[config.mk]
export PLATFORM = sky130hd
export DESIGN_NAME = gradient_store
export DESIGN_NICKNAME = d
export VERILOG_FILES = /design/src/source/backprop_pkg.sv /design/src/source/gradient_store.sv
export SDC_FILE = /design/constraint.sdc
export NUM_CORES = 1
export LEC_CHECK = 0
export BUFFER_PORTS_ARGS = -buffer_cell sky130_fd_sc_hd__clkbuf_2
export CAP_MARGIN = 30
export CORE_ASPECT_RATIO = 0.7
export CORE_MARGIN = 2
export CORE_UTILIZATION = 60
export DETAILED_ROUTE_END_ITERATION = 16
export PLACE_DENSITY_LB_ADDON = 0.2
export SETUP_SLACK_MARGIN = 0.05
export SLEW_MARGIN = 20
export SYNTH_ARGS = -nofsm -noshare
export SYNTH_HDL_FRONTEND = slang
export SYNTH_SLANG_ARGS = --single-unit
export TNS_END_PERCENT = 100
[constraint.sdc]
create_clock -name clk -period 2.2 [get_ports clk]
set_input_delay 0.44 -clock clk [delete_from_list [all_inputs] [get_ports clk]]
set_output_delay 0.44 -clock clk [all_outputs]
set_load 0.005 [all_outputs]
[src/source/backprop_pkg.sv]
package backprop_pkg;

    // Q8.8 element format
    localparam int DATA_W = 16;
    localparam int FRAC_W = 8;

    // lanes per vector, also the samples per batch
    localparam int LANES = 3;
    localparam int MAX_LAYERS = 4;

    localparam int LAYER_W = 2;
    localparam int ROW_W = 2;

    // one update address per layer and row pair
    localparam int ENTRIES = MAX_LAYERS * LANES;

    // decoder, store, mac and scaler register stages
    localparam int MAC_LATENCY = 4;

    typedef logic signed [DATA_W-1:0] data_t;

    // lane 0 sits in the most significant slice
    typedef data_t [0:LANES-1] vec_t;

    // one vector per batch sample, sample 0 on top
    typedef vec_t [0:LANES-1] batch_t;

    typedef logic [LAYER_W-1:0] layer_t;
    typedef logic [ROW_W-1:0] row_t;

    // full signed product, rescaled back to Q8.8 with wrap
    function automatic data_t fx_mult(input data_t a, input data_t b);
        logic signed [31:0] prod;
        prod = 32'(a) * 32'(b);
        return data_t'(prod >>> FRAC_W);
    endfunction

    // plain wrapping add
    function automatic data_t fx_add(input data_t a, input data_t b);
        data_t sum;
        sum = a + b;
        return sum;
    endfunction

endpackage

[src/source/gradient_store.sv]
`timescale 1ns/1ps

module gradient_store (
    input  logic                 clk,
    input  logic                 arst_n_i,

    input  logic                 wr_en_i,
    input  backprop_pkg::layer_t wr_layer_i,
    input  backprop_pkg::row_t   wr_slot_i,
    input  backprop_pkg::vec_t   wr_data_i,

    input  logic                 rd_valid_i,
    input  backprop_pkg::layer_t rd_layer_i,
    input  backprop_pkg::row_t   rd_row_i,

    output backprop_pkg::batch_t batch_o,
    output logic                 valid_o,
    output backprop_pkg::row_t   row_o,
    output backprop_pkg::layer_t layer_o
);

    // one batch per layer
    backprop_pkg::batch_t mem_q [backprop_pkg::MAX_LAYERS];

    // cleared so an unwritten layer contributes nothing
    always_ff @(posedge clk or negedge arst_n_i) begin
        if (!arst_n_i) begin
            for (int l = 0; l < backprop_pkg::MAX_LAYERS; l++) begin
                mem_q[l] <= '0;
            end
            valid_o <= 1'b0;
        end else begin
            if (wr_en_i) begin
                mem_q[wr_layer_i][wr_slot_i] <= wr_data_i;
            end
            valid_o <= rd_valid_i;
        end
    end

    // whole layer read, tag follows alongside
    always_ff @(posedge clk) begin
        batch_o <= mem_q[rd_layer_i];
        row_o   <= rd_row_i;
        layer_o <= rd_layer_i;
    end

    // the decoder must have filtered out-of-range samples
    assert property (@(posedge clk) disable iff (!arst_n_i)
        wr_en_i |-> (int'(wr_slot_i) < backprop_pkg::LANES))
        else $error("write slot out of range");

endmodule

==> reports/results.ini <==
[status]
status=completed

[logic_synthesis]
synth_seq_cells=725
ys_seq_area_share_pct=62.23
synth.distinct_cells=24
synth_edf_count=0
syn_area_um2=27970
synth_area_per_cell_um2=17.41
syn_inst=1606
async_flop_share_pct=79.59
synth_warnings=0
synthesis.nets=1666
synth_flop_cell=dfrtp_1

[global_routing]
grt_start_max_net_pins=86
grt_pass1_vias=15411
grtUsageTotal_pct=24.82
grt_overflow=0
grt_antenna_before_repair=0
grt_pass1_wl_um=90910

[power_and_ir_drop]
p_per_area_nw_per_um2=1096
switching_share_pct=23.50
pwr-share-comb_pct=15.2
vdd_drop_max_mv=0.6426
p_seq_share_pct=51.3
p_int_mw=27.03
switching_power_mw=8.303
finalPower_mw=35.34
p_leak_nw=14.16
p_clk_share_pct=33.5

[setup_path]
cp_num_buf_inv=1
worstPathArrival_ns=1.14
cp_cell_sequence=clkbuf_2
end_kind=output pin
cp.required_ns=1.76
critPathKind=reg2out
cp_max_fo=1
critPathMaxStageDelay_ns=0.41
critical-path-slowest-cell=dfxtp_1
cp_top_family=flip-flops
cp-start-kind=register

[placement]
dp_hpwl_um=35150
port-buffer-count=208
gp_congestion=0.7245
placed_cells=2332

[route]
via_per_inst=5.854
wl_per_cell_um=23.40
vias=14390
dr.pass1.iters=4
drc_errors=0
drt_iter0_drc=894
antenna_left=0
drt_wl_total_um=57520

[sta]
finalHoldViolations=0
maxSlewViolCount=0
setup_tns_ns=0
rsz0062_at_grt=false
fmax_mhz=633.4
finalCritPeriodShare_pct=71.76
period_needed_ns=1.579
finClkSkew_ns=0.01257
relSlewSlack_pct=64.39
setup_viol=0
tightestPinTransition_ns=0.5341

[final_layout]
diodes=0
layoutNonFillerInstCount=2458
drive_gt1_share_pct=58.83
area_growth_pct=15.29
nets=1854
final_util_pct=69.72

[clocking]
cts_root_buf=clkbuf_16
cts.sinks=725
clk_latency_ns=0.58
cts_buffer_depth=3
h-tree-depth=3
cts_buffers=68
clkTransAtPathRegs_ns=0.06
cts_tree=built

[floorplanning]
start_util_pct=60.47
die-area_um2=48380
rows=66
die_w_um=262.0
core_um2=46240
io_pins=209
die_h_um=184.6

[min_path]
min_path_type=in2reg

[flow_run]
drv_cap=0

==> area by class of cell <==
cell class | instances | area [um^2]
Tap cell | 612 | 765.7
Sequential cell | 725 | 17400
Clock inverter | 17 | 220.2
Clock buffer | 105 | 2044
Timing Repair Buffer | 261 | 1901
Multi-Input combinational cell | 738 | 9910
Fill cell | 3053 | 14000
==> power groups by stage <==
stage / combinational (mW) / clock (mW) / sequential (mW)
floorplan: 3.62 / 0 / 17.8
global placement: 5.22 / 0 / 18.2
detailed placement: 5.43 / 0 / 18.4
CTS: 5.47 / 12.1 / 18.2
global route: 5.85 / 12.7 / 18.5
finish: 5.37 / 11.8 / 18.1
==> metrics by stage <==
stage / instance area [um^2] / hold WS (ns) / setup WS, ns
after detailed placement: 29940 / 0.4203 / 0.2580
after floorplan: 27970 / 0.1444 / 0.4422
final: 32240 / 0.1520 / 0.6212
after CTS: 32240 / 0.1372 / 0.5879
after global routing: 32240 / 0.1399 / 0.5808
after global placement: 29940 / 0.4178 / 0.2804
==> worst paths after layout <==
check / from / endpoint / slack (ns) / cells past startpoint
setup / recovery: batch_o[24] / batch_o[24] / 0.62 / 1
hold / removal: rd_layer_i[1] / layer_o[1] / 0.15 / 1
setup reg to reg: mem_q[42] / batch_o[42] / 1.13 / 1
hold reg to reg: mem_q[285] / mem_q[285] / 0.49 / 1
max in group asynchronous: arst_n_i / mem_q[248] / 0.94 / 3
min in group asynchronous: arst_n_i / mem_q[546] / 0.41 / 2
==> cell families after synthesis <==
logic type    share of synthesized area [%]
buf+inv                               2.479
flops                                 62.23
mux                                   34.79
simple gates                         0.5056
==> cells in the final DEF, fill, tap and decap left out, drive strengths merged <==
| master | n |
|---|---|
| dfrtp | 577 |
| mux2 | 576 |
| clkbuf | 310 |
| dfxtp | 148 |
| mux4 | 144 |
| buf | 52 |
| clkinv | 10 |
| bufinv | 5 |
| dlygate4sd3 | 4 |
| nor3 | 2 |
| and4b | 2 |
| nor2 | 2 |
| nand2 | 2 |
| nor3b | 1 |
| nor4 | 1 |
| nor2b | 1 |
| and4bb | 1 |
| and3 | 1 |
| nand3 | 1 |
| nand4b | 1 |
| nand3b | 1 |
| nand2b | 1 |
| nand4 | 1 |
| inv | 1 |
| clkinvlp | 1 |
==> routing by layer <==
metal	share of wire, %	wire (um)	vias up	global-route usage [%]
li1	-	-	6244	-
met1	45	26090	7850	35.63
met2	50	28590	214	40.49
met3	3.0	1718	82	3.630
met4	1.9	1116	0	6.192
met5	0	0	-	0
==> registers in the layout, indices dropped and copies added, names as in the netlist <==
register	flops
batch_o	144
valid_o	1
layer_o	2
mem_q	576
row_o	2
==> what timing repair did <==
action / CTS / global route
hold buffers: 4 / 0
setup buffers: 0 / 0
endpoints found under the hold margin: 40 / 0
resized for setup: 0 / 0
==> synth_stat cells (all sizes together), types with 2 or more instances <==
cell    count  area share [%]
and4b       2           0.072
buf        83             1.7
clkbuf     60            0.81
dfrtp     577              52
dfxtp     148              11
mux2      576              23
mux4      144              12
nand2       2           0.027
nor2        2           0.027
nor3        2           0.072
Note: power is estimated with default switching activity, not from simulation.
