--- src/source/backprop_pkg.sv ---
package backprop_pkg;

    // Q8.8 element format
    localparam int DATA_W = 16;
    localparam int FRAC_W = 8;

    // lanes per vector, also the samples per batch
    localparam int LANES = 3;
    localparam int MAX_LAYERS = 4;

    localparam int LAYER_W = 2;
    localparam int ROW_W = 2;

    // one update address per layer and row pair
    localparam int ENTRIES = MAX_LAYERS * LANES;

    // decoder, store, mac and scaler register stages
    localparam int MAC_LATENCY = 4;

    typedef logic signed [DATA_W-1:0] data_t;

    // lane 0 sits in the most significant slice
    typedef data_t [0:LANES-1] vec_t;

    // one vector per batch sample, sample 0 on top
    typedef vec_t [0:LANES-1] batch_t;

    typedef logic [LAYER_W-1:0] layer_t;
    typedef logic [ROW_W-1:0] row_t;

    // full signed product, rescaled back to Q8.8 with wrap
    function automatic data_t fx_mult(input data_t a, input data_t b);
        logic signed [31:0] prod;
        prod = 32'(a) * 32'(b);
        return data_t'(prod >>> FRAC_W);
    endfunction

    // plain wrapping add
    function automatic data_t fx_add(input data_t a, input data_t b);
        data_t sum;
        sum = a + b;
        return sum;
    endfunction

endpackage

--- src/source/rate_scaler.sv ---
`timescale 1ns/1ps

module rate_scaler (
    input  logic                 clk,
    input  logic                 arst_n_i,

    input  logic                 valid_i,
    input  backprop_pkg::layer_t layer_i,
    input  backprop_pkg::row_t   row_i,
    input  backprop_pkg::vec_t   sum_i,

    // sampled every cycle, no hold needed
    input  backprop_pkg::data_t  learning_rate_i,

    output logic                 update_valid_o,
    output backprop_pkg::layer_t update_layer_o,
    output backprop_pkg::row_t   update_row_o,
    output backprop_pkg::vec_t   update_value_o
);

    backprop_pkg::vec_t scaled;

    // lane-wise rate times summed gradient
    always_comb begin
        for (int j = 0; j < backprop_pkg::LANES; j++) begin
            scaled[j] = backprop_pkg::fx_mult(learning_rate_i, sum_i[j]);
        end
    end

    always_ff @(posedge clk or negedge arst_n_i) begin
        if (!arst_n_i) begin
            update_valid_o <= 1'b0;
        end else begin
            update_valid_o <= valid_i;
        end
    end

    // output payload
    always_ff @(posedge clk) begin
        update_layer_o <= layer_i;
        update_row_o   <= row_i;
        update_value_o <= scaled;
    end

    // the whole valid chain must come out of reset clean
    assert property (@(posedge clk) disable iff (!arst_n_i)
        !$isunknown(update_valid_o))
        else $error("update_valid_o unknown");

endmodule

--- config.mk ---
export PLATFORM = sky130hd
export DESIGN_NAME = rate_scaler
export DESIGN_NICKNAME = d
export VERILOG_FILES = /design/src/source/backprop_pkg.sv /design/src/source/rate_scaler.sv
export SDC_FILE = /design/constraint.sdc
export NUM_CORES = 2
export LEC_CHECK = 0
export BUFFER_PORTS_ARGS = -buffer_cell sky130_fd_sc_hd__buf_4
export CORE_MARGIN = 4
export CORE_UTILIZATION = 40
export CTS_CLUSTER_DIAMETER = 100
export DETAILED_ROUTE_END_ITERATION = 16
export PLACE_DENSITY_LB_ADDON = 0.12
export SLEW_MARGIN = 20
export SYNTH_ARGS = -nofsm -noshare
export SYNTH_HDL_FRONTEND = slang
export SYNTH_SLANG_ARGS = --single-unit
--- constraint.sdc ---
create_clock -name clk -period 0.8 [get_ports clk]
set_input_delay 0.16 -clock clk [delete_from_list [all_inputs] [get_ports clk]]
set_output_delay 0.16 -clock clk [all_outputs]
set_load 0.005 [all_outputs]
==> run metrics <==
Mapped Cells between 2000 and 3000; CP required 1.02 ns; first-pass GRT wire length ~110 mm; RSZ-0062 raised after global routing true; CP cell instances buf_12, buf_4, and2_1, fa_1, inv_1, fa_1, fa_2, fa_1, inv_2, fa_1, inv_1, fa_1, inv_2, ha_4, o21a_1, o21ai_2, a2bb2oi_1, a21o_1, a21oi_4, nor2_2, a2111oi_4, xnor2_1; vias in the first global route 20314; initial core utilization between 40% and 50%; share of layout cells above drive strength 1 27.6%; Final min period about 5 ns; Placed Instances 3699; CTS tree built; worst path buffer plus inverter count 6; critical path's slowest cell fa_1; DIE WIDTH approximately 250 um; crit path kind input port to flip-flop; DIE HEIGHT ~250 um; P&R area growth vs syn 31.2%; global route overflow 0; period utilization 614%; first-pass detailed-route iteration total 5; Crit path top cell by count fa_1; htree depth 2; final worst slack -4.11 ns; wire length per cell approximately 17 um; flops & latches, synth 53; Detail Route Antenna Nets 0; Setup TNS Final -187.43 ns; Max Clock Freq between 200 and 250 MHz; post-route non-filler standard cell count approximately 3800; largest net degree at the start of global routing 35; Max-Cap Viols 0; Max Transition Viols Final 0; slew of the pin with the lowest slew margin 0.287 ns; Reg clk slew, reported paths approximately 0.08 ns; Synth Warn # 0; WL final roughly 64 mm; DP Wirelength approximately 50 mm; I/O Pins roughly 120; DR DRC count 0; Mapped Area ~23000 um^2; Sink Count 53; fill cell count 5338; Worst Path Arrival around 5.1 ns; GPL Wtd Cong around 0.86; GRT Overall Usage 21.2%; Max-slew headroom 80.7%; Distinct cells, synth between 40 and 50; crit-path max FO 27; status finished, violations left; Net count, final between 3000 and 4000; Placeable Area 57700 um^2; die area ~62000 um^2; critical path endpoint category flip-flop; kind of cell adding the most delay to the critical path adder cells; Via density 4.67; Final Setup Violations between 100 and 150; Vias 17717; initial antenna violation count 4; Clock Tree Buf Depth 2; row count 88; Worst setup SP type input port; Final Hold Viols 0; CP max stage delay about 0.53 ns; IO Port Bufs between 100 and 150; CTS Root Cell clkbuf_16; Worst Hold Class input port to async pin; Mean Syn Cell Area around 9.0 um^2; Syn Nets 3448; register area share after synthesis 4.56%; failing checks setup timing; Iter 0 DRT Violations between 600 and 700; TritonCTS Buffers 5
[worst paths after layout]
path	startpoint	endpoint	slack (ns)	cells after the start
setup / recovery	learning_rate_i[11]	update_value_o[31]	-4.11	22
hold / removal	arst_n_i	update_valid_o	0.15	2
max in group asynchronous	arst_n_i	update_valid_o	0.57	2
min in group clk	layer_i[0]	update_layer_o[0]	0.46	2
[final cells by class]
cell class | instances | area, um^2 | area share, %
Clock inverter | 3 | 43.8 | 0.143
Multi-Input combinational cell | 1724 | 20500 | 67.0
Antenna cell | 1 | 2.50 | 0.00817
Sequential cell | 53 | 1110 | 3.64
Inverter | 714 | 2680 | 8.75
Clock buffer | 5 | 125 | 0.408
Tap cell | 765 | 957 | 3.12
Timing Repair Buffer | 527 | 5180 | 16.9
[layer usage]
layer | vias to the layer above | GRT usage (%) | wire [um]
li1 | 8233 | - | -
met1 | 9081 | 27.5 | 27200
met2 | 334 | 37.5 | 32400
met3 | 65 | 3.53 | 3000
met4 | 4 | 4.75 | 1370
met5 | - | 0 | 21
[flip-flops by register name, indices dropped and copies added, names as in the netlist]
signal          flops
update_layer_o      2
update_row_o        2
update_valid_o      1
update_value_o     48
[synthesized netlist by cell type, drive strengths merged]
cell type | count | area [um^2]
or3 | 1 | 6.26
o21bai | 7 | 52.6
nand2b | 14 | 87.6
o21ai | 18 | 97.6
a2bb2oi | 1 | 8.76
nor2 | 46 | 175
o21a | 5 | 37.5
nand2 | 342 | 1280
and2 | 322 | 2010
and3 | 2 | 12.5
o31a | 1 | 8.76
nor4b | 1 | 15.0
nor2b | 4 | 25.0
o41ai | 1 | 8.76
a221o | 1 | 10.0
a31oi | 1 | 21.3
o211ai | 2 | 15.0
a31o | 1 | 8.76
fa | 558 | 11200
o221ai | 2 | 23.8
a21o | 8 | 60.1
and3b | 1 | 8.76
xnor2 | 86 | 753
a21oi | 37 | 193
a41oi | 1 | 8.76
inv | 713 | 2680
buf | 3 | 17.5
a211oi | 2 | 15.0
dfxtp | 52 | 1040
o311ai | 1 | 16.3
xor2 | 24 | 210
nor3 | 5 | 25.0
clkinv | 1 | 3.75
o31ai | 1 | 7.51
nand4 | 9 | 56.3
clkbuf | 115 | 432
dfrtp | 1 | 25.0
a2111oi | 3 | 63.8
or2 | 1 | 6.26
nand3 | 5 | 25.0
ha | 210 | 2630
[timing repair]
item / 4_1_cts / 5_1_grt
gates resized for setup: 243 / 190
gates cloned: 9 / 3
hold endpoints to repair: 6 / 0
setup endpoints to repair: 101 / 101
pin swaps: 91 / 85
buffers inserted: 60 / 26
hold buffers: 6 / 0
[cell usage in the layout, fill, tap and decap left out, types with 31 or more instances in the layout]
cell type	n
buf_4	360
inv_1	675
inv_2	38
dfxtp_2	39
buf_6	108
nand2_1	316
nor2_1	31
ha_4	39
xnor2_1	76
and2_1	294
fa_1	534
ha_1	159
[through the flow]
step	area, um^2	setup slack [ns]	utilization [%]	hold WS [ns]
after detailed placement	27800	-4.76	48.2	-0.0637
after global routing	30600	-4.31	53.1	0.141
after floorplan	24400	-4.31	-	-0.136
after global placement	27800	-4.65	48.2	-0.0652
after CTS	29800	-4.13	51.6	0.0939
final	30600	-4.11	53.1	0.152
[logic make-up after synthesis]
kind of cell | count (synthesis) | synth area share (%)
compound gates | 93 | 2.81
xor+xnor | 110 | 4.13
fa+ha+maj | 768 | 59.1
buf+inv | 832 | 13.4
flops | 53 | 4.56
simple gates | 753 | 16.0
Power is left out: the tool's default activity adds up to more than one toggle a clock period on the data nets, which glitch-free logic cannot reach.
