[src/source/backprop_pkg.sv]
package backprop_pkg;

    // Q8.8 element format
    localparam int DATA_W = 16;
    localparam int FRAC_W = 8;

    // lanes per vector, also the samples per batch
    localparam int LANES = 3;
    localparam int MAX_LAYERS = 4;

    localparam int LAYER_W = 2;
    localparam int ROW_W = 2;

    // one update address per layer and row pair
    localparam int ENTRIES = MAX_LAYERS * LANES;

    // decoder, store, mac and scaler register stages
    localparam int MAC_LATENCY = 4;

    typedef logic signed [DATA_W-1:0] data_t;

    // lane 0 sits in the most significant slice
    typedef data_t [0:LANES-1] vec_t;

    // one vector per batch sample, sample 0 on top
    typedef vec_t [0:LANES-1] batch_t;

    typedef logic [LAYER_W-1:0] layer_t;
    typedef logic [ROW_W-1:0] row_t;

    // full signed product, rescaled back to Q8.8 with wrap
    function automatic data_t fx_mult(input data_t a, input data_t b);
        logic signed [31:0] prod;
        prod = 32'(a) * 32'(b);
        return data_t'(prod >>> FRAC_W);
    endfunction

    // plain wrapping add
    function automatic data_t fx_add(input data_t a, input data_t b);
        data_t sum;
        sum = a + b;
        return sum;
    endfunction

endpackage

[src/source/backprop_decoder.sv]
`timescale 1ns/1ps

module backprop_decoder (
    input  logic                 clk,
    input  logic                 arst_n_i,

    // store command from the training phase
    input  logic                 store_i,
    input  backprop_pkg::layer_t layer_i,
    input  backprop_pkg::row_t   row_i,
    input  backprop_pkg::vec_t   diff_cost_i,
    input  backprop_pkg::vec_t   diff_act_i,

    // update phase level
    input  logic                 read_update_i,

    // store write port
    output logic                 wr_en_o,
    output backprop_pkg::layer_t wr_layer_o,
    output backprop_pkg::row_t   wr_slot_o,
    output backprop_pkg::vec_t   delta_o,

    // update read address
    output logic                 rd_valid_o,
    output backprop_pkg::layer_t rd_layer_o,
    output backprop_pkg::row_t   rd_row_o
);

    // walks 0 .. ENTRIES-1, layer major
    logic [$clog2(backprop_pkg::ENTRIES)-1:0] count_q;

    // samples past the batch size are dropped
    assign wr_en_o    = store_i && (int'(row_i) < backprop_pkg::LANES);
    assign wr_layer_o = layer_i;
    assign wr_slot_o  = row_i;

    // delta = cost gradient times activation derivative, per lane
    always_comb begin
        for (int j = 0; j < backprop_pkg::LANES; j++) begin
            delta_o[j] = backprop_pkg::fx_mult(diff_cost_i[j], diff_act_i[j]);
        end
    end

    always_ff @(posedge clk or negedge arst_n_i) begin
        if (!arst_n_i) begin
            count_q    <= '0;
            rd_valid_o <= 1'b0;
        end else begin
            rd_valid_o <= read_update_i;
            if (!read_update_i) begin
                // restart from layer 0 row 0 on the next rise
                count_q <= '0;
            end else if (int'(count_q) == backprop_pkg::ENTRIES - 1) begin
                count_q <= '0;
            end else begin
                count_q <= count_q + 1'b1;
            end
        end
    end

    // address tags, only meaningful with rd_valid_o
    always_ff @(posedge clk) begin
        rd_layer_o <= backprop_pkg::layer_t'(int'(count_q) / backprop_pkg::LANES);
        rd_row_o   <= backprop_pkg::row_t'(int'(count_q) % backprop_pkg::LANES);
    end

    // training and update phases are kept apart by the source
    assert property (@(posedge clk) disable iff (!arst_n_i)
        !(store_i && read_update_i))
        else $error("store_i and read_update_i high together");

endmodule

[config.mk]
export PLATFORM = sky130hd
export DESIGN_NAME = backprop_decoder
export DESIGN_NICKNAME = d
export VERILOG_FILES = /design/src/source/backprop_pkg.sv /design/src/source/backprop_decoder.sv
export SDC_FILE = /design/constraint.sdc
export NUM_CORES = 2
export LEC_CHECK = 0
export BUFFER_PORTS_ARGS = -buffer_cell sky130_fd_sc_hd__buf_2
export CAP_MARGIN = 20
export CORE_MARGIN = 2
export CORE_UTILIZATION = 60
export CTS_CLUSTER_SIZE = 25
export DETAILED_ROUTE_END_ITERATION = 12
export GPL_TIMING_DRIVEN = 1
export PLACE_DENSITY = 0.79
export RECOVER_POWER = 100
export SYNTH_ARGS = -nofsm -noshare
export SYNTH_HDL_FRONTEND = slang
export SYNTH_SLANG_ARGS = --single-unit
[constraint.sdc]
create_clock -name clk -period 11.84 [get_ports clk]
set_clock_uncertainty 0.1 [all_clocks]
set_input_delay 0.592 -clock clk [delete_from_list [all_inputs] [get_ports clk]]
set_output_delay 0.592 -clock clk [all_outputs]
set_load 0.05 [all_outputs]
==> results.cfg <==
[clocking]
htreeDepth = 1
cts-buffers-inserted = 3
clkTransAtPathRegs_ps = 40
holdBufCountCts = 0
clock_latency_ps = 230
cts_buffer_depth = 2
clock_sinks = 9
cts_setup_buffers = 0
cts_tree = yes
cts_resized = 0
cts_root_buf = clkbuf_16

[setup_path]
reg2reg_slack_ps = 9370
cp.arrival_ps = 7500
r2r_start = count_q[2]
crit_path_start_kind = primary input
path_class = primary input to primary output
critPathCaptureType = primary output
r2r_end = rd_row_o[1]
crit_fanout = 16
worst_ep_required_time_ps = 11150
rr_worst_depth = 10

[drt]
wirelength_met1_um = 21000
wl_met3_um = 3370
wl_met2_um = 26200
top_layer_used = met4
vias_per_cell = 5.28
ant_nets = 0
drc_errors = 0
first_iter_violations = 839
vias = 16900
drt_wl_total_um = 51800
drtPass1Iterations = 5
wl_per_cell_um = 16.2

[sta]
slew_headroom_pct = 29.4
worstMarginPinSlew_ps = 1050
maxSlewViolCount = 0
fmax_ghz = 0.122
hold_viol = 0
setup-tns-final_ps = 0
post-route-period-util_pct = 69.2
grt_setup_unrepaired = no
setup_viol = 0
period_needed_ps = 8200

[floorplanning]
start_util_pct = 60.7
die_h_um = 199
core-area_sq_mm = 0.0376
die_width_um = 199
dieArea_sq_mm = 0.0396
row_count = 71
ios = 162

[global_routing]
grt_usage_pct = 28.3
antenna_found_initial = 0
grt_max_degree = 18
grt_pass1_wl_um = 89700
grt_pass1_vias = 18900
gr-total-overflow = 0

[place]
gp_congestion = 0.872
port-buffer-count = 157
dp_hpwl_um = 43700

[yosys]
synth_fp_nets = 3502
synthTopCellsByCount = 756 x inv_1, 558 x fa_1, 338 x nand2_1, 324 x and2_1, 216 x ha_1
yosysTopAreaCell = fa_1
ys_top_cells_by_area = fa_1 49%, inv_1 12%, ha_1 12%, and2_1 8.9%, nand2_1 5.6%
synth_edf_count = 0
synth_top_area_share_pct = 48.9
synthFlopType = dfrtp_1
synth_area_sq_mm = 0.0228
yosysMostFrequentCell = inv_1
ys_warn_count = 0
ys_seq_area_share_pct = 0.899
synth_area_per_cell_sq_um = 8.70
ys_seq_elements = 9
syn_inst = 2624
postSynth.asyncResetShare_pct = 55.6
ys_types = 49

[run_status]
status = finished, final reports clean

[cells_and_area]
fillers = 3191
num-nets-final = 3561
diodes = 0
area_delta_synth_final_pct = 4.46
drive_above_1_share_pct = 4.51

[job]
maxCapViolations = 0

[hold_path]
hold_path_class = primary input to asynchronous set/reset pin
==> worst max path at each step <==
stage / startpoint / end / slack (ps) / cells after the start
2_1_floorplan: diff_act_i[24] / delta_o[30] / 4520 / 22
3_3_place_gp: diff_act_i[25] / delta_o[31] / 4540 / 22
3_5_place_dp: diff_act_i[25] / delta_o[31] / 4370 / 22
4_1_cts: diff_act_i[25] / delta_o[31] / 4360 / 22
5_1_grt: diff_cost_i[33] / delta_o[46] / 3350 / 19
6_report: diff_cost_i[33] / delta_o[46] / 3640 / 19
==> per-stage QoR <==
step                std cells  worst slack, ps  hold WS [ps]  util, %  cell area, sq um
floorplan                2624             4520           196        -             22800
CTS                      3193             4360          73.7     63.7             23900
global route             3193             3350           145     63.5             23800
detailed placement       3189             4370           314     63.5             23800
finish                   3193             3640           113     63.5             23800
global placement         3189             4540           311     63.5             23800
==> cell usage in the layout (no fill, tap or decap), types with 16 or more instances in the layout <==
| cell type | n |
|---|---|
| inv_1 | 756 |
| fa_1 | 558 |
| nand2_1 | 338 |
| and2_1 | 323 |
| ha_1 | 216 |
| buf_2 | 104 |
| xnor2_1 | 86 |
| clkbuf_1 | 54 |
| nor2_1 | 46 |
| a21oi_1 | 34 |
| xor2_1 | 23 |
| o21ai_0 | 16 |
==> routing by layer <==
| layer | GRT usage [%] | vias up |
|---|---|---|
| met4 | 6.99 | 0 |
| met1 | 37.6 | 8616 |
| met5 | 0 | - |
| met3 | 2.90 | 106 |
| met2 | 49.7 | 578 |
| li1 | - | 7558 |
==> worst max-delay path, stage by stage <==
cell	delay (ps)
clkbuf_1	640
nand2_1	180
fa_1	530
fa_1	560
inv_1	60
fa_1	450
fa_1	510
fa_1	640
inv_1	90
fa_1	530
inv_1	40
ha_1	380
a41oi_1	220
o21ai_0	110
a211oi_1	830
o211ai_1	260
a21oi_1	230
xnor2_1	140
clkbuf_1	480
==> flip-flops by register name, indices dropped and copies added, names as in the netlist <==
signal and flops:
rd_row_o 2, rd_layer_o 2, rd_valid_o 1, count_q 4
==> final cells by class <==
| cell class | instances | area [sq um] | share of cell area [%] |
|---|---|---|---|
| clock buffer | 4 | 78.8 | 0.331 |
| inverter | 756 | 2840 | 11.9 |
| multi-input combinational | 1756 | 19400 | 81.2 |
| sequential | 9 | 205 | 0.861 |
| tap | 511 | 639 | 2.68 |
| timing repair buffer | 157 | 719 | 3.02 |
==> kinds of logic (layout without fill, tap and decap cells) <==
group / after synthesis / count (layout) / share of synthesized area [%]
fa+ha+maj: 774 / 774 / 60.8
compound gates: 103 / 103 / 3.08
mux: 1 / 1 / 0.0493
xor+xnor: 109 / 109 / 4.18
simple gates: 769 / 769 / 16.8
flops: 9 / 9 / 0.899
buf+inv: 859 / 917 / 14.2
Power is left out: the tool's default activity adds up to more than one toggle a clock period on the data nets, which glitch-free logic cannot reach.
