$ cat config.mk
export PLATFORM = sky130hd
export DESIGN_NAME = outer_product_mac
export DESIGN_NICKNAME = d
export VERILOG_FILES = /design/src/source/backprop_pkg.sv /design/src/source/outer_product_mac.sv
export SDC_FILE = /design/constraint.sdc
export NUM_CORES = 2
export LEC_CHECK = 0
export BUFFER_PORTS_ARGS = -buffer_cell sky130_fd_sc_hd__buf_4
export CORE_MARGIN = 2
export CORE_UTILIZATION = 40
export CTS_CLUSTER_DIAMETER = 30
export CTS_CLUSTER_SIZE = 16
export DETAILED_ROUTE_END_ITERATION = 7
export GPL_TIMING_DRIVEN = 0
export PLACE_DENSITY = 0.63
export SLEW_MARGIN = 20
export SYNTH_ARGS = -nofsm -noshare
export SYNTH_HDL_FRONTEND = slang
export SYNTH_SLANG_ARGS = --single-unit
$ cat constraint.sdc
create_clock -name clk -period 0.8 [get_ports clk]
set_clock_uncertainty 0.1 [all_clocks]
set_input_delay 0.04 -clock clk [delete_from_list [all_inputs] [get_ports clk]]
set_output_delay 0.04 -clock clk [all_outputs]
set_load 0.03 [all_outputs]
$ cat src/source/backprop_pkg.sv
package backprop_pkg;

    // Q8.8 element format
    localparam int DATA_W = 16;
    localparam int FRAC_W = 8;

    // lanes per vector, also the samples per batch
    localparam int LANES = 3;
    localparam int MAX_LAYERS = 4;

    localparam int LAYER_W = 2;
    localparam int ROW_W = 2;

    // one update address per layer and row pair
    localparam int ENTRIES = MAX_LAYERS * LANES;

    // decoder, store, mac and scaler register stages
    localparam int MAC_LATENCY = 4;

    typedef logic signed [DATA_W-1:0] data_t;

    // lane 0 sits in the most significant slice
    typedef data_t [0:LANES-1] vec_t;

    // one vector per batch sample, sample 0 on top
    typedef vec_t [0:LANES-1] batch_t;

    typedef logic [LAYER_W-1:0] layer_t;
    typedef logic [ROW_W-1:0] row_t;

    // full signed product, rescaled back to Q8.8 with wrap
    function automatic data_t fx_mult(input data_t a, input data_t b);
        logic signed [31:0] prod;
        prod = 32'(a) * 32'(b);
        return data_t'(prod >>> FRAC_W);
    endfunction

    // plain wrapping add
    function automatic data_t fx_add(input data_t a, input data_t b);
        data_t sum;
        sum = a + b;
        return sum;
    endfunction

endpackage

$ cat src/source/outer_product_mac.sv
`timescale 1ns/1ps

module outer_product_mac (
    input  logic                 clk,
    input  logic                 arst_n_i,

    // address tag of the batches below
    input  logic                 valid_i,
    input  backprop_pkg::layer_t layer_i,
    input  backprop_pkg::row_t   row_i,

    // delta and start vectors of every sample in the layer
    input  backprop_pkg::batch_t delta_batch_i,
    input  backprop_pkg::batch_t start_batch_i,

    output logic                 valid_o,
    output backprop_pkg::layer_t layer_o,
    output backprop_pkg::row_t   row_o,
    output backprop_pkg::vec_t   sum_o
);

    backprop_pkg::vec_t   sum_d;

    // delta[k][row] for each sample k
    backprop_pkg::data_t  delta_sel [backprop_pkg::LANES];

    always_comb begin
        for (int k = 0; k < backprop_pkg::LANES; k++) begin
            delta_sel[k] = delta_batch_i[k][row_i];
        end
    end

    // one row of sum over k of delta[k] outer start[k]
    always_comb begin
        backprop_pkg::data_t acc;
        for (int j = 0; j < backprop_pkg::LANES; j++) begin
            acc = '0;
            for (int k = 0; k < backprop_pkg::LANES; k++) begin
                acc = backprop_pkg::fx_add(acc,
                    backprop_pkg::fx_mult(delta_sel[k], start_batch_i[k][j]));
            end
            sum_d[j] = acc;
        end
    end

    always_ff @(posedge clk or negedge arst_n_i) begin
        if (!arst_n_i) begin
            valid_o <= 1'b0;
        end else begin
            valid_o <= valid_i;
        end
    end

    always_ff @(posedge clk) begin
        layer_o <= layer_i;
        row_o   <= row_i;
        sum_o   <= sum_d;
    end

endmodule

==> tab_implementation.tex <==
\begin{tabular}{lr}
\hline
Metric & Value \\
\hline
\multicolumn{2}{l}{\textbf{Run status}} \\
Status & finished, violations left \\
Failing checks & setup timing \\
\multicolumn{2}{l}{\textbf{Cells and area}} \\
Final instance count without filler cells & 11100 \\
Area growth syn-to-layout & 18.3\% \\
Layout cell share with drive strength beyond 1 & 0.148 \\
Net total in the final layout & 11400 \\
\multicolumn{2}{l}{\textbf{Detailed routing}} \\
Final wirelength & 278000 um \\
Count of nets left with antenna violations after detail routing & 0 \\
Total iterations of the first detailed-routing run & 5 \\
Number of vias in the routed layout & 57100 \\
1st-iter DRT viols & 4266 \\
Remaining design rule violation count & 0 \\
Mean routed wirelength per cell & 25.1 um \\
Avg Vias per Cell & 5.15 \\
\multicolumn{2}{l}{\textbf{Timing}} \\
Final hold violations & 0 \\
Setup repair after global routing missed its margin & yes \\
Slew of the pin with the lowest slew margin & 1310 ps \\
Share of the cycle needed by the critical path after routing & 11.6 \\
Maximum frequency from static timing analysis & 107 MHz \\
Final Worst Setup Slack & -8510 ps \\
Count of final setup violators & 101 \\
Slew Limit Fails & 0 \\
Headroom to the max-slew limit & 0.123 \\
Shortest clock period the worst path allows after layout & 9310 ps \\
\multicolumn{2}{l}{\textbf{Clock network}} \\
CTS tree & yes \\
H-Tree Level Count & 2 \\
Sinks on Clock Net & 53 \\
CTS clock-pin slew for the worst setup and hold paths & 110 ps \\
Cts bufs inserted & 5 \\
Number of buffers on the longest clock path & 2 \\
Clk Tree Root Cell & clkbuf\_16 \\
\multicolumn{2}{l}{\textbf{Floorplan}} \\
Die Height & 427 um \\
Overall die area & 182000 sq um \\
I/O pin cnt & 348 \\
FP Rows & 155 \\
Area inside the core boundary & 178000 sq um \\
Die width & 427 um \\
Starting density of the core & 0.402 \\
\multicolumn{2}{l}{\textbf{Synthesis}} \\
Leading cell type by number of instances after synthesis & inv\_1 \\
Cells after synthesis & 8143 \\
Warnings from Yosys & 0 \\
Sequential cell area fraction in the yosys report & 0.0149 \\
Distinct cell type count after synthesis & 69 \\
Synthesized Nets & 10800 \\
Top cell type by total area after synthesis & fa\_1 \\
EDFF count, synth & 0 \\
Synth cell count leaders & inv\_1 (2257), fa\_1 (1722), nand2\_1 (1101) \\
Synthesized area per cell & 8.77 sq um \\
Most frequently used flop master after synthesis & dfxtp\_1 \\
Proportion of synthesized flip-flops having asynchronous set or reset & 0.0189 \\
Main area contributors after synthesis & fa\_1 (48\%), inv\_1 (12\%), ha\_1 (12\%) \\
Flops \& latches, synth & 53 \\
Yosys top cell area share & 0.483 \\
Syn Std Cell Area & 71400 sq um \\
\multicolumn{2}{l}{\textbf{Worst hold path}} \\
Worst hold path class & in -> reg \\
Min-delay src & layer\_i[0] \\
Worst hold path stage count & 2 \\
Worst Hold End & layer\_o[0] \\
\multicolumn{2}{l}{\textbf{Setup path}} \\
Standard cell with the maximum stage delay on the critical path & clkbuf\_1 \\
Crit-path most repeated cell & fa\_1 \\
Sort of element at the end of the critical path & register \\
Worst endpoint data arrival time & 9470 ps \\
Kind of critical path & in -> reg \\
Critical path peak fanout & 10 \\
Largest stage delay on the critical path & 830 ps \\
Startpoint type of the worst setup path & input pin \\
Worst path required time & 960 ps \\
\multicolumn{2}{l}{\textbf{GRT}} \\
Total global routing overflow & 0 \\
Pin count of the biggest net entering global routing & 19 \\
Overall global routing resource usage & 0.313 \\
Initial antenna violation count & 47 \\
Number of global-route vias before repair & 62200 \\
Global-route wire length before repair & 409000 um \\
\multicolumn{2}{l}{\textbf{Run}} \\
Max-capacitance violation count & 0 \\
\multicolumn{2}{l}{\textbf{Placement}} \\
Placed wire-length estimate after detailed placement & 226000 um \\
Instance count after placement with tap cells included & 10800 \\
Final Wtd Congestion & 0.992 \\
PortBufs & 328 \\
\hline
\end{tabular}
## registers in the layout, summed over array words and instances (netlist names)
signal and count:
sum_o 48, layer_o 2, row_o 2, valid_o 1
## worst max path at each step
stage / startpoint / endpoint / slack (ps)
after CTS: row_i[0] / sum_o[15] / -8410
after floorplan: row_i[0] / sum_o[15] / -7660
after detailed placement: row_i[1] / sum_o[31] / -10870
after global routing: row_i[1] / sum_o[15] / -8670
final: row_i[0] / sum_o[15] / -8510
after global placement: row_i[0] / sum_o[31] / -10990
## what timing repair did
item	CTS	global route
gates cloned	4	0
pin swaps	181	111
setup endpoints to repair	101	101
buffers inserted	192	25
hold endpoints to repair	6	0
resized for setup	758	184
hold buffers	7	0
## stage by stage
step           TNS [ps]   util  hold WS (ps)  area [sq um]  setup WS [ps]
3_3_place_gp    -437030  0.439          -285         78000         -10990
6_report        -344560  0.475           220         84500          -8510
3_5_place_dp    -435340  0.439          -283         78200         -10870
2_1_floorplan   -294910      -          -356         72600          -7660
5_1_grt         -354280  0.475           214         84400          -8670
4_1_cts         -344680  0.470           186         83600          -8410
## critical path, delay by kind of cell
| kind | cells | cell delay (ps) |
|---|---|---|
| adders and majority gates | 8 | 3620 |
| and+or+nand+nor | 3 | 930 |
| xor gates and xnor gates | 11 | 2050 |
| AOI/OAI and AO/OA | 4 | 1110 |
| buffers and inverters | 8 | 1660 |
## per-layer routing
metal,global-route usage,vias up,routed length (um)
li1,-,24400,-
met1,0.384,29500,105000
met2,0.497,2466,128000
met3,0.0535,670,21100
met4,0.226,12,24600
met5,0,-,77
## cell usage in the layout (no fill, tap or decap), types with 47 or more instances in the layout
master    count
nor2_1      105
nand2_1    1083
and2_1      901
fa_1       1697
buf_6        79
dfxtp_2      50
ha_1        606
ha_4         56
inv_1      2218
xnor2_1     218
buf_4       452
clkbuf_1    142
clkbuf_8     47
clkbuf_4     50
xor2_1       57
## cells by family (layout without fill, tap and decap cells)
kind of cell / count (synthesis) / in the layout / synth area share
simple gates: 2332 / 2332 / 0.160
mux: 48 / 48 / 0.00673
fa+ha+maj: 2394 / 2394 / 0.601
compound gates: 336 / 336 / 0.0342
xor+xnor: 361 / 361 / 0.0449
buf+inv: 2619 / 3174 / 0.138
other cells: 0 / 31 / 0
flops: 53 / 53 / 0.0149
## area by class of cell
class | count | area, sq um
flip-flops and latches | 53 | 1130
fillers | 16900 | 93400
clock inverters | 3 | 48.8
clock buffers | 5 | 125
plain buffers | 360 | 3030
inverters | 2257 | 8470
diodes | 31 | 77.6
multi-input cells | 5471 | 63900
well taps | 2355 | 2950
repair buffers | 549 | 4720
Power is left out: the tool's default activity adds up to more than one toggle a clock period on the data nets, which glitch-free logic cannot reach.
